===== src/verilog/vsys_cfg.svh =====
// Widths, host command codes and reset timing for the video config block
// Include in any file that needs a width, code or default value
`ifndef VSYS_CFG_SVH
`define VSYS_CFG_SVH

// Field and bus widths
`define VSYS_DIM_W          12
`define VSYS_IO_W           16
`define VSYS_SYNC_CNT_W     16

// Host command codes and readback
`define VSYS_CMD_TIMING     8'h20
`define VSYS_CMD_VSET       8'h27
`define VSYS_CMD_HSET       8'h37
`define VSYS_TIMING_ACK     16'd3

// Reset mode is 1920x1080 CEA
`define VSYS_DEF_WIDTH      12'd1920
`define VSYS_DEF_HFP        12'd88
`define VSYS_DEF_HS         12'd48
`define VSYS_DEF_HBP        12'd148
`define VSYS_DEF_HEIGHT     12'd1080
`define VSYS_DEF_VFP        12'd4
`define VSYS_DEF_VS         12'd5
`define VSYS_DEF_VBP        12'd36

// Worst case length of one window pass in clk_sys cycles
`define VSYS_WIN_MAX_CYCLES 64

`endif

===== src/verilog/vsys_pkg.sv =====
// Struct types shared by the video config RTL and its testbench
// Modules take them through a wildcard import in the module header
`include "vsys_cfg.svh"

package vsys_pkg;

	// One dimension, count or aspect value
	typedef logic [`VSYS_DIM_W-1:0] vsys_dim_t;

	// Output mode as loaded by the timing command
	typedef struct packed {
		vsys_dim_t width;
		vsys_dim_t hfp;
		vsys_dim_t hs;
		vsys_dim_t hbp;
		vsys_dim_t height;
		vsys_dim_t vfp;
		vsys_dim_t vs;
		vsys_dim_t vbp;
		logic      hs_neg;
		logic      vs_neg;
	} vsys_timing_t;

	// Height and width limits, freescale ignores the aspect
	typedef struct packed {
		vsys_dim_t vset;
		vsys_dim_t hset;
		logic      freescale;
	} vsys_scale_t;

	typedef struct packed {
		vsys_dim_t arx;
		vsys_dim_t ary;
	} vsys_aspect_t;

	// Centred output window, inclusive bounds
	typedef struct packed {
		vsys_dim_t hmin;
		vsys_dim_t hmax;
		vsys_dim_t vmin;
		vsys_dim_t vmax;
	} vsys_window_t;

endpackage


===== src/verilog/video_sys_top.sv =====
`timescale 1ns/10ps
// Video configuration slice: host decoder, window calculator and sync fixing
// Everything runs on clk_sys with the synchronous reset resetd
`include "vsys_cfg.svh"

module video_sys_top import vsys_pkg::*; (
	input  logic                  clk_sys,
	input  logic                  resetd,
	input  logic                  i_io_uio,
	input  logic                  i_io_strobe,
	input  logic [`VSYS_IO_W-1:0] i_io_din,
	input  vsys_aspect_t          i_aspect,
	input  logic                  i_hs,
	input  logic                  i_vs,
	output logic [`VSYS_IO_W-1:0] o_io_dout,
	output vsys_timing_t          o_timing,
	output vsys_window_t          o_window,
	output logic                  o_hs,
	output logic                  o_vs,
	output logic                  o_cs
);

	vsys_scale_t scale;

	hps_cmd_decoder i_hps_cmd_decoder (
		.clk_sys     (clk_sys),
		.resetd      (resetd),
		.i_io_uio    (i_io_uio),
		.i_io_strobe (i_io_strobe),
		.i_io_din    (i_io_din),
		.o_timing    (o_timing),
		.o_scale     (scale),
		.o_io_dout   (o_io_dout)
	);

	scale_window i_scale_window (
		.clk_sys  (clk_sys),
		.resetd   (resetd),
		.i_timing (o_timing),
		.i_scale  (scale),
		.i_aspect (i_aspect),
		.o_window (o_window)
	);

	// Core syncs to active-high
	sync_polarity i_sync_pol_h (
		.clk_sys (clk_sys),
		.resetd  (resetd),
		.i_sync  (i_hs),
		.o_sync  (o_hs)
	);

	sync_polarity i_sync_pol_v (
		.clk_sys (clk_sys),
		.resetd  (resetd),
		.i_sync  (i_vs),
		.o_sync  (o_vs)
	);

	csync_gen i_csync_gen (
		.clk_sys (clk_sys),
		.resetd  (resetd),
		.i_hs    (o_hs),
		.i_vs    (o_vs),
		.o_cs    (o_cs)
	);

endmodule


===== src/verilog/csync_gen.sv =====
`timescale 1ns/10ps
// Composite sync from active-high hsync and vsync
// During vsync the hsync pulses are inverted and shifted by one line
`include "vsys_cfg.svh"

module csync_gen (
	input  logic clk_sys,
	input  logic resetd,
	input  logic i_hs,
	input  logic i_vs,
	output logic o_cs
);

	logic                        hs_d;
	logic                        cs_hs;
	logic                        cs_vs;
	logic [`VSYS_SYNC_CNT_W-1:0] h_cnt;
	logic [`VSYS_SYNC_CNT_W-1:0] line_len;
	logic [`VSYS_SYNC_CNT_W-1:0] hs_len;

	assign o_cs = cs_hs ^ cs_vs;

	always_ff @(posedge clk_sys) begin
		if (resetd) begin
			hs_d     <= 1'b0;
			cs_hs    <= 1'b0;
			cs_vs    <= 1'b0;
			h_cnt    <= '0;
			line_len <= '0;
			hs_len   <= '0;
		end else begin
			hs_d <= i_hs;
			// Measure hsync width and the rest of the line
			if (hs_d != i_hs) begin
				h_cnt <= '0;
				if (i_hs) begin
					line_len <= h_cnt - hs_len;
					cs_hs    <= 1'b0;
				end else begin
					hs_len <= h_cnt;
				end
			end else if (~&h_cnt) begin
				h_cnt <= h_cnt + 1'b1;
			end

			if (!i_vs)
				cs_hs <= i_hs;
			else if (h_cnt == line_len)
				cs_hs <= 1'b1;

			cs_vs <= i_vs;
		end
	end

endmodule


===== src/verilog/sync_polarity.sv =====
`timescale 1ns/10ps
// Turns a sync of either polarity into an active-high sync
// Compares the high and low phase lengths, the shorter one is the pulse
`include "vsys_cfg.svh"

module sync_polarity (
	input  logic clk_sys,
	input  logic resetd,
	input  logic i_sync,
	output logic o_sync
);

	logic                        s1;
	logic                        s2;
	logic                        pol;
	logic [`VSYS_SYNC_CNT_W-1:0] cnt;
	logic [`VSYS_SYNC_CNT_W-1:0] high_len;
	logic [`VSYS_SYNC_CNT_W-1:0] low_len;

	assign o_sync = i_sync ^ pol;

	always_ff @(posedge clk_sys) begin
		if (resetd) begin
			s1       <= 1'b0;
			s2       <= 1'b0;
			pol      <= 1'b0;
			cnt      <= '0;
			high_len <= '0;
			low_len  <= '0;
		end else begin
			s1 <= i_sync;
			s2 <= s1;
			if (s1 != s2)
				cnt <= '0;
			else if (~&cnt)
				cnt <= cnt + 1'b1;
			// Rising edge closes a low phase, falling edge a high one
			if (s1 && !s2)
				low_len <= cnt;
			if (!s1 && s2)
				high_len <= cnt;
			pol <= high_len > low_len;
		end
	end

endmodule


===== src/verilog/hps_cmd_decoder.sv =====
`timescale 1ns/10ps
// Host command decoder for the strobed 16-bit bus
// First word of a command is the code, later words are its parameters
// Loads the output timing and scale registers, drives the readback word
`include "vsys_cfg.svh"

module hps_cmd_decoder import vsys_pkg::*; (
	input  logic                  clk_sys,
	input  logic                  resetd,
	input  logic                  i_io_uio,
	input  logic                  i_io_strobe,
	input  logic [`VSYS_IO_W-1:0] i_io_din,
	output vsys_timing_t          o_timing,
	output vsys_scale_t           o_scale,
	output logic [`VSYS_IO_W-1:0] o_io_dout
);

	localparam vsys_timing_t TIMING_DEF = '{
		width:  `VSYS_DEF_WIDTH,
		hfp:    `VSYS_DEF_HFP,
		hs:     `VSYS_DEF_HS,
		hbp:    `VSYS_DEF_HBP,
		height: `VSYS_DEF_HEIGHT,
		vfp:    `VSYS_DEF_VFP,
		vs:     `VSYS_DEF_VS,
		vbp:    `VSYS_DEF_VBP,
		hs_neg: 1'b0,
		vs_neg: 1'b0
	};

	logic                  has_cmd;
	logic [7:0]            cmd;
	logic [3:0]            cnt;
	logic [`VSYS_IO_W-1:0] dout_q;
	vsys_dim_t             din_dim;
	logic                  din_flag;

	assign din_dim  = i_io_din[`VSYS_DIM_W-1:0];
	assign din_flag = i_io_din[`VSYS_IO_W-1];

	// Readback only visible while the bus is selected
	assign o_io_dout = i_io_uio ? dout_q : '0;

	//////////////////////////////
	// Command sequencing
	//////////////////////////////
	always_ff @(posedge clk_sys) begin
		if (resetd) begin
			has_cmd  <= 1'b0;
			cmd      <= '0;
			cnt      <= '0;
			dout_q   <= '0;
			o_timing <= TIMING_DEF;
			o_scale  <= '0;
		end else if (!i_io_uio) begin
			has_cmd <= 1'b0;
			cmd     <= '0;
			dout_q  <= '0;
		end else if (i_io_strobe) begin
			dout_q <= '0;
			if (!has_cmd) begin
				has_cmd <= 1'b1;
				cmd     <= i_io_din[7:0];
				cnt     <= '0;
				if (i_io_din[7:0] == `VSYS_CMD_TIMING)
					dout_q <= `VSYS_TIMING_ACK;
			end else begin
				// Word index saturates, long commands just run out
				if (cnt != 4'hf)
					cnt <= cnt + 4'd1;
				case (cmd)
					`VSYS_CMD_TIMING: begin
						case (cnt)
							4'd0: o_timing.width <= din_dim;
							4'd1: o_timing.hfp   <= din_dim;
							4'd2: begin
								o_timing.hs     <= din_dim;
								o_timing.hs_neg <= din_flag;
							end
							4'd3: o_timing.hbp    <= din_dim;
							4'd4: o_timing.height <= din_dim;
							4'd5: o_timing.vfp    <= din_dim;
							4'd6: begin
								o_timing.vs     <= din_dim;
								o_timing.vs_neg <= din_flag;
							end
							4'd7: o_timing.vbp <= din_dim;
							default: ;
						endcase
					end
					`VSYS_CMD_VSET: begin
						if (cnt == 4'd0)
							o_scale.vset <= din_dim;
					end
					`VSYS_CMD_HSET: begin
						if (cnt == 4'd0) begin
							o_scale.hset      <= din_dim;
							o_scale.freescale <= din_flag;
						end
					end
					// Other codes are not ours
					default: ;
				endcase
			end
		end
	end

endmodule


===== src/verilog/scale_window.sv =====
`timescale 1ns/10ps
// Centred output window from the core aspect ratio and the scale limits
// Runs passes back to back, o_window updates at the end of each pass
`include "vsys_cfg.svh"

module scale_window import vsys_pkg::*; (
	input  logic         clk_sys,
	input  logic         resetd,
	input  vsys_timing_t i_timing,
	input  vsys_scale_t  i_scale,
	input  vsys_aspect_t i_aspect,
	output vsys_window_t o_window
);

	typedef enum logic [2:0] {
		S_LIMIT,
		S_CHOOSE,
		S_W_WAIT,
		S_H_WAIT,
		S_CLAMP,
		S_WIN
	} state_t;

	state_t       state;
	vsys_aspect_t ar_q;
	vsys_dim_t    height_lim;
	vsys_dim_t    width_lim;
	vsys_dim_t    wcalc;
	vsys_dim_t    hcalc;
	vsys_dim_t    videow;
	vsys_dim_t    videoh;
	vsys_dim_t    hmin_c;
	vsys_dim_t    vmin_c;

	logic         md_start;
	logic         md_busy;
	vsys_dim_t    md_mul1;
	vsys_dim_t    md_mul2;
	vsys_dim_t    md_div;
	vsys_dim_t    md_result;

	ar_muldiv i_ar_muldiv (
		.clk_sys  (clk_sys),
		.resetd   (resetd),
		.i_start  (md_start),
		.i_mul1   (md_mul1),
		.i_mul2   (md_mul2),
		.i_div    (md_div),
		.o_busy   (md_busy),
		.o_result (md_result)
	);

	assign hmin_c = (i_timing.width - videow) >> 1;
	assign vmin_c = (i_timing.height - videoh) >> 1;

	//////////////////////////////
	// Window pass
	//////////////////////////////
	always_ff @(posedge clk_sys) begin
		if (resetd) begin
			state    <= S_LIMIT;
			md_start <= 1'b0;
			o_window <= '0;
		end else begin
			md_start <= 1'b0;
			case (state)
				S_LIMIT: begin
					height_lim <= (i_scale.vset != '0 && i_scale.vset < i_timing.height) ?
					              i_scale.vset : i_timing.height;
					width_lim  <= (i_scale.hset != '0 && i_scale.hset < i_timing.width) ?
					              i_scale.hset : i_timing.width;
					ar_q       <= i_aspect;
					state      <= S_CHOOSE;
				end
				S_CHOOSE: begin
					if (i_scale.freescale || ar_q.arx == '0 || ar_q.ary == '0) begin
						wcalc <= width_lim;
						hcalc <= height_lim;
						state <= S_CLAMP;
					end else begin
						// Width from the height limit first
						md_mul1  <= height_lim;
						md_mul2  <= ar_q.arx;
						md_div   <= ar_q.ary;
						md_start <= 1'b1;
						state    <= S_W_WAIT;
					end
				end
				S_W_WAIT: begin
					if (!md_start && !md_busy) begin
						wcalc    <= md_result;
						md_mul1  <= width_lim;
						md_mul2  <= ar_q.ary;
						md_div   <= ar_q.arx;
						md_start <= 1'b1;
						state    <= S_H_WAIT;
					end
				end
				S_H_WAIT: begin
					if (!md_start && !md_busy) begin
						hcalc <= md_result;
						state <= S_CLAMP;
					end
				end
				S_CLAMP: begin
					// Degenerate zero size kept to one pixel
					if (wcalc > width_lim)
						videow <= width_lim;
					else if (wcalc == '0)
						videow <= vsys_dim_t'(1);
					else
						videow <= wcalc;
					if (hcalc > height_lim)
						videoh <= height_lim;
					else if (hcalc == '0)
						videoh <= vsys_dim_t'(1);
					else
						videoh <= hcalc;
					state <= S_WIN;
				end
				S_WIN: begin
					o_window.hmin <= hmin_c;
					o_window.hmax <= hmin_c + videow - 1'b1;
					o_window.vmin <= vmin_c;
					o_window.vmax <= vmin_c + videoh - 1'b1;
					state         <= S_LIMIT;
				end
				default: state <= S_LIMIT;
			endcase
		end
	end

endmodule


===== src/verilog/ar_muldiv.sv =====
`timescale 1ns/10ps
// Sequential unsigned mul1 * mul2 / div for the aspect arithmetic
// Pulse i_start while idle, result is valid once o_busy falls again
// Quotient above the field range or a zero divisor returns all ones
`include "vsys_cfg.svh"

module ar_muldiv import vsys_pkg::*; (
	input  logic      clk_sys,
	input  logic      resetd,
	input  logic      i_start,
	input  vsys_dim_t i_mul1,
	input  vsys_dim_t i_mul2,
	input  vsys_dim_t i_div,
	output logic      o_busy,
	output vsys_dim_t o_result
);

	localparam int W = `VSYS_DIM_W;

	logic [$clog2(W+1)-1:0] step;
	vsys_dim_t              mul1_q;
	vsys_dim_t              mul2_q;
	vsys_dim_t              div_q;
	vsys_dim_t              rem;
	vsys_dim_t              quo;
	logic                   ovf;
	logic [2*W-1:0]         prod;
	logic [W:0]             trial;

	assign prod  = mul1_q * mul2_q;
	// Next partial remainder with one dividend bit shifted in
	assign trial = {rem, quo[W-1]} - {1'b0, div_q};

	assign o_result = ovf ? '1 : quo;

	// Step 0 forms the product, steps 1 to W divide
	always_ff @(posedge clk_sys) begin
		if (resetd) begin
			o_busy <= 1'b0;
			step   <= '0;
		end else if (o_busy) begin
			if (step == W[$clog2(W+1)-1:0]) begin
				o_busy <= 1'b0;
				step   <= '0;
			end else begin
				step <= step + 1'b1;
			end
		end else if (i_start) begin
			o_busy <= 1'b1;
		end
	end

	always_ff @(posedge clk_sys) begin
		if (!o_busy && i_start) begin
			mul1_q <= i_mul1;
			mul2_q <= i_mul2;
			div_q  <= i_div;
		end else if (o_busy) begin
			if (step == '0) begin
				// Upper half not below divisor means quotient overflow
				rem <= prod[2*W-1:W];
				quo <= prod[W-1:0];
				ovf <= prod[2*W-1:W] >= div_q;
			end else if (!trial[W]) begin
				rem <= trial[W-1:0];
				quo <= {quo[W-2:0], 1'b1};
			end else begin
				rem <= {rem[W-2:0], quo[W-1]};
				quo <= {quo[W-2:0], 1'b0};
			end
		end
	end

endmodule


===== config.mk =====
export PLATFORM = sky130hd
export DESIGN_NAME = video_sys_top
export DESIGN_NICKNAME = d
export VERILOG_FILES = /design/src/verilog/vsys_pkg.sv /design/src/verilog/video_sys_top.sv /design/src/verilog/csync_gen.sv /design/src/verilog/sync_polarity.sv /design/src/verilog/hps_cmd_decoder.sv /design/src/verilog/scale_window.sv /design/src/verilog/ar_muldiv.sv
export VERILOG_INCLUDE_DIRS = /design/src /design/src/verilog
export SDC_FILE = /design/constraint.sdc
export NUM_CORES = 2
export LEC_CHECK = 0
export BUFFER_PORTS_ARGS = -buffer_cell sky130_fd_sc_hd__buf_2
export CAP_MARGIN = 20
export CORE_UTILIZATION = 40
export CTS_CLUSTER_DIAMETER = 80
export DETAILED_ROUTE_END_ITERATION = 7
export GPL_TIMING_DRIVEN = 0
export HOLD_SLACK_MARGIN = 0.15
export PLACE_DENSITY = 0.63
export SKIP_CTS_REPAIR_TIMING = 1
export SLEW_MARGIN = 30
export SYNTH_ARGS = -nofsm -noshare
export SYNTH_HDL_FRONTEND = slang
export SYNTH_SLANG_ARGS = --single-unit

===== constraint.sdc =====
create_clock -name clk_sys -period 9.45 [get_ports clk_sys]
set_clock_uncertainty 0.1 [all_clocks]
set_input_delay 2.835 -clock clk_sys [delete_from_list [all_inputs] [get_ports clk_sys]]
set_output_delay 2.835 -clock clk_sys [all_outputs]
set_load 0.05 [all_outputs]

==> impl_metrics.tcl <==
set metrics [dict create \
    run_status "finished clean" \
    layout-drive-gt1-share 0.117 \
    htree_levels 2 \
    maxCapViolCount 0 \
    final_cell_count_no_fill 4603 \
    viasPerCell 5.06 \
    place_congestion 0.892 \
    arrival_ns 7.42 \
    critical_path_class "reg2reg" \
    ys_warn_count 0 \
    ys_seq_elements 538 \
    netlist_area_sq_um 31300 \
    initial_core_util 0.404 \
    clock-root-buffer "clkbuf_16" \
    grt_pass1_vias 23000 \
    clkSinkCount 538 \
    fill_cells 7393 \
    grt_usage 0.213 \
    pwr-share-clk 0.231 \
    rows 102 \
    synth_edf_count 193 \
    insertedDiodeCount 0 \
    switchingPower_w 0.00417 \
    drt_iter0_markers 1566 \
    dieWidth_microns 282 \
    drc 0 \
    hold_viol_final 0 \
    syn_to_final_growth_pct 14.6 \
    core_sq_um 77500 \
    clk_pin_slew_ns 0.07 \
    p_int_w 0.00642 \
    ff2ff_setup_slack_ns 2.26 \
    synth_most_common_cell "dfxtp_1" \
    fp.dieH_microns 282 \
    worst_slew_pin_slew_ns 0.977 \
    io_buffers 186 \
    wire_per_inst_microns 18.4 \
    crit_path_end_kind "flop" \
    synth-seq-area-share 0.406 \
    grt_pass1_wl_mm 131 \
    min_path_type "reg2reg" \
    p_per_area_nw_per_um2 295 \
    synthFlopType "dfxtp_1" \
    synth_common_cells "dfxtp_1 (345), inv_1 (338), nor2_1 (336), nand2_1 (305), ha_1 (256)" \
    slew_viol_final 0 \
    synthTopCellsByArea "dfxtp_1 (22%), edfxtp_1 (19%), ha_1 (10%), fa_1 (6.8%), mux2i_1 (5.9%)" \
    synth_largest_area_cell "dfxtp_1" \
    overflow 0 \
    maxSlewHeadroom 0.348 \
    insertion_delay_ns 0.63 \
    path_max_fanout 10 \
    post-route-period-util 0.761 \
    cts_buffer_depth 3 \
    crit_path_start_kind "flop" \
    power_w 0.0106 \
    period_needed_ns 7.19 \
    setup_viol 0 \
    seq_power_share 0.266 \
    p_comb_frac 0.503 \
    synth_top_area_share 0.221 \
    grt_max_degree 21 \
    dieArea_sq_um 79400 \
    synthArstFlopShare 0 \
    fmax_ghz 0.139 \
    pin_count 211 \
    critPathRequiredTime_ns 9.68 \
    synth_cells 3235 \
    synth_cell_type_count 82 \
    fin_nets 3923 \
    avgSynthCellArea_sq_um 9.67 \
    firstDrtPassIters 5 \
    dr_total_vias 23300 \
    cts_tree "built" \
    cts_made_buffers 57 \
    dp.cells 4496 \
    p_leak_nw 15.3 \
    post-dp-hpwl_mm 65.4 \
    antenna_found_initial 0 \
    antenna_left 0 \
    switching_share 0.394 \
    rsz0062_at_grt "no" \
    max-vdd-ir-drop_mv 0.347 \
    wirelength_mm 84.5 \
]
-- routing by layer --
| metal | vias up | global-route usage | wire length [microns] |
|---|---|---|---|
| met5 | - | 0 | 0 |
| met4 | 0 | 0.0704 | 2840 |
| met3 | 132 | 0.0328 | 4100 |
| met2 | 581 | 0.357 | 39700 |
| met1 | 11100 | 0.280 | 37900 |
| li1 | 11500 | - | - |
-- worst max-delay path, stage by stage (launching register included) --
cell,delay [ns]
edfxtp_1,0.45
clkbuf_1,0.48
nand2_1,0.16
fa_1,0.54
fa_1,0.52
inv_1,0.04
ha_1,0.31
fa_1,0.55
inv_1,0.06
fa_1,0.55
inv_1,0.05
ha_1,0.33
o21a_1,0.12
o31a_1,0.13
o211ai_1,0.20
a21oi_1,0.14
nor3_1,0.48
xnor2_1,0.23
ha_1,0.29
a21o_1,0.16
a21o_1,0.17
a21o_1,0.18
a21oi_1,0.16
o21ai_1,0.09
a221o_1,0.39
-- cells by family after synthesis --
kind of cell             count (synthesis)  synth area share
buffers and inverters                  507            0.0647
AO/OA/AOI/OAI                          450            0.0905
adder cells (fa/ha/maj)                362             0.170
multiplexers                           264            0.0879
XOR/XNOR                               118            0.0333
AND/OR/NAND/NOR                        995             0.147
flip-flops                             538             0.406
other                                    1          0.000120
-- registers in the layout, summed over array words and instances, names as in the netlist, 16 cells and up --
name / count
i_csync_gen.h_cnt: 16
i_csync_gen.line_len: 16
i_sync_pol_h.high_len: 16
i_sync_pol_v.high_len: 16
i_scale_window.o_window: 46
i_scale_window.ar_q: 24
i_csync_gen.hs_len: 16
i_hps_cmd_decoder.o_timing: 98
i_hps_cmd_decoder.o_scale: 25
i_sync_pol_h.cnt: 16
i_sync_pol_v.low_len: 16
i_sync_pol_v.cnt: 16
i_sync_pol_h.low_len: 16
-- worst paths after layout --
check | start | end | cells past startpoint
worst max register to register | i_scale_window.i_ar_muldiv.mul2_q[5]$_DFFE_PP_ | i_scale_window.i_ar_muldiv.ovf$_DFFE_PP_ | 24
worst max-delay path | i_scale_window.i_ar_muldiv.mul2_q[5]$_DFFE_PP_ | i_scale_window.i_ar_muldiv.ovf$_DFFE_PP_ | 24
worst min register to register | i_scale_window.md_div[11]$_DFFE_PP_ | i_scale_window.i_ar_muldiv.div_q[11]$_DFFE_PP_ | 0
worst min-delay path | i_scale_window.md_div[11]$_DFFE_PP_ | i_scale_window.i_ar_muldiv.div_q[11]$_DFFE_PP_ | 0
-- power groups by stage --
| stage | clock network [W] | logic (W) | registers (W) |
|---|---|---|---|
| 2_1_floorplan | 0 | 0.00404 | 0.00284 |
| 3_3_place_gp | 0 | 0.00520 | 0.00288 |
| 3_5_place_dp | 0 | 0.00528 | 0.00287 |
| 4_1_cts | 0.00247 | 0.00535 | 0.00282 |
| 5_1_grt | 0.00256 | 0.00609 | 0.00283 |
| 6_report | 0.00244 | 0.00533 | 0.00282 |
-- layout by cell type (no fill, tap or decap), drive strengths merged, types with 60 or more instances in the layout --
cell	count
a21oi	156
and2	72
buf	247
clkbuf	200
dfxtp	345
edfxtp	193
fa	106
ha	256
inv	342
mux2	81
mux2i	183
nand2	305
nor2	345
o21ai	105
xor2	60
-- final cells by class --
cell class | count | area, sq um | area share
multi-input combinational | 2205 | 16700 | 0.465
sequential | 538 | 12700 | 0.354
clock buffer | 72 | 1590 | 0.0445
tap | 1040 | 1300 | 0.0363
inverter | 338 | 1270 | 0.0354
timing repair buffer | 206 | 1090 | 0.0304
buffer | 169 | 759 | 0.0212
clock inverter | 35 | 473 | 0.0132
-- metrics by stage --
stage | util | hold slack [ns] | TNS [ns] | setup slack [ns] | instance area (sq um)
after floorplan | - | 0.300 | 0 | 0.824 | 31400
after global placement | 0.434 | 0.301 | -101.41 | -2.12 | 33600
after detailed placement | 0.436 | 0.305 | 0 | 2.37 | 33800
after CTS | 0.463 | 0.315 | 0 | 2.30 | 35800
after global routing | 0.463 | 0.322 | 0 | 1.87 | 35800
final | 0.463 | 0.318 | 0 | 2.26 | 35800
No activity file was read; power rests on OpenSTA's default activity.
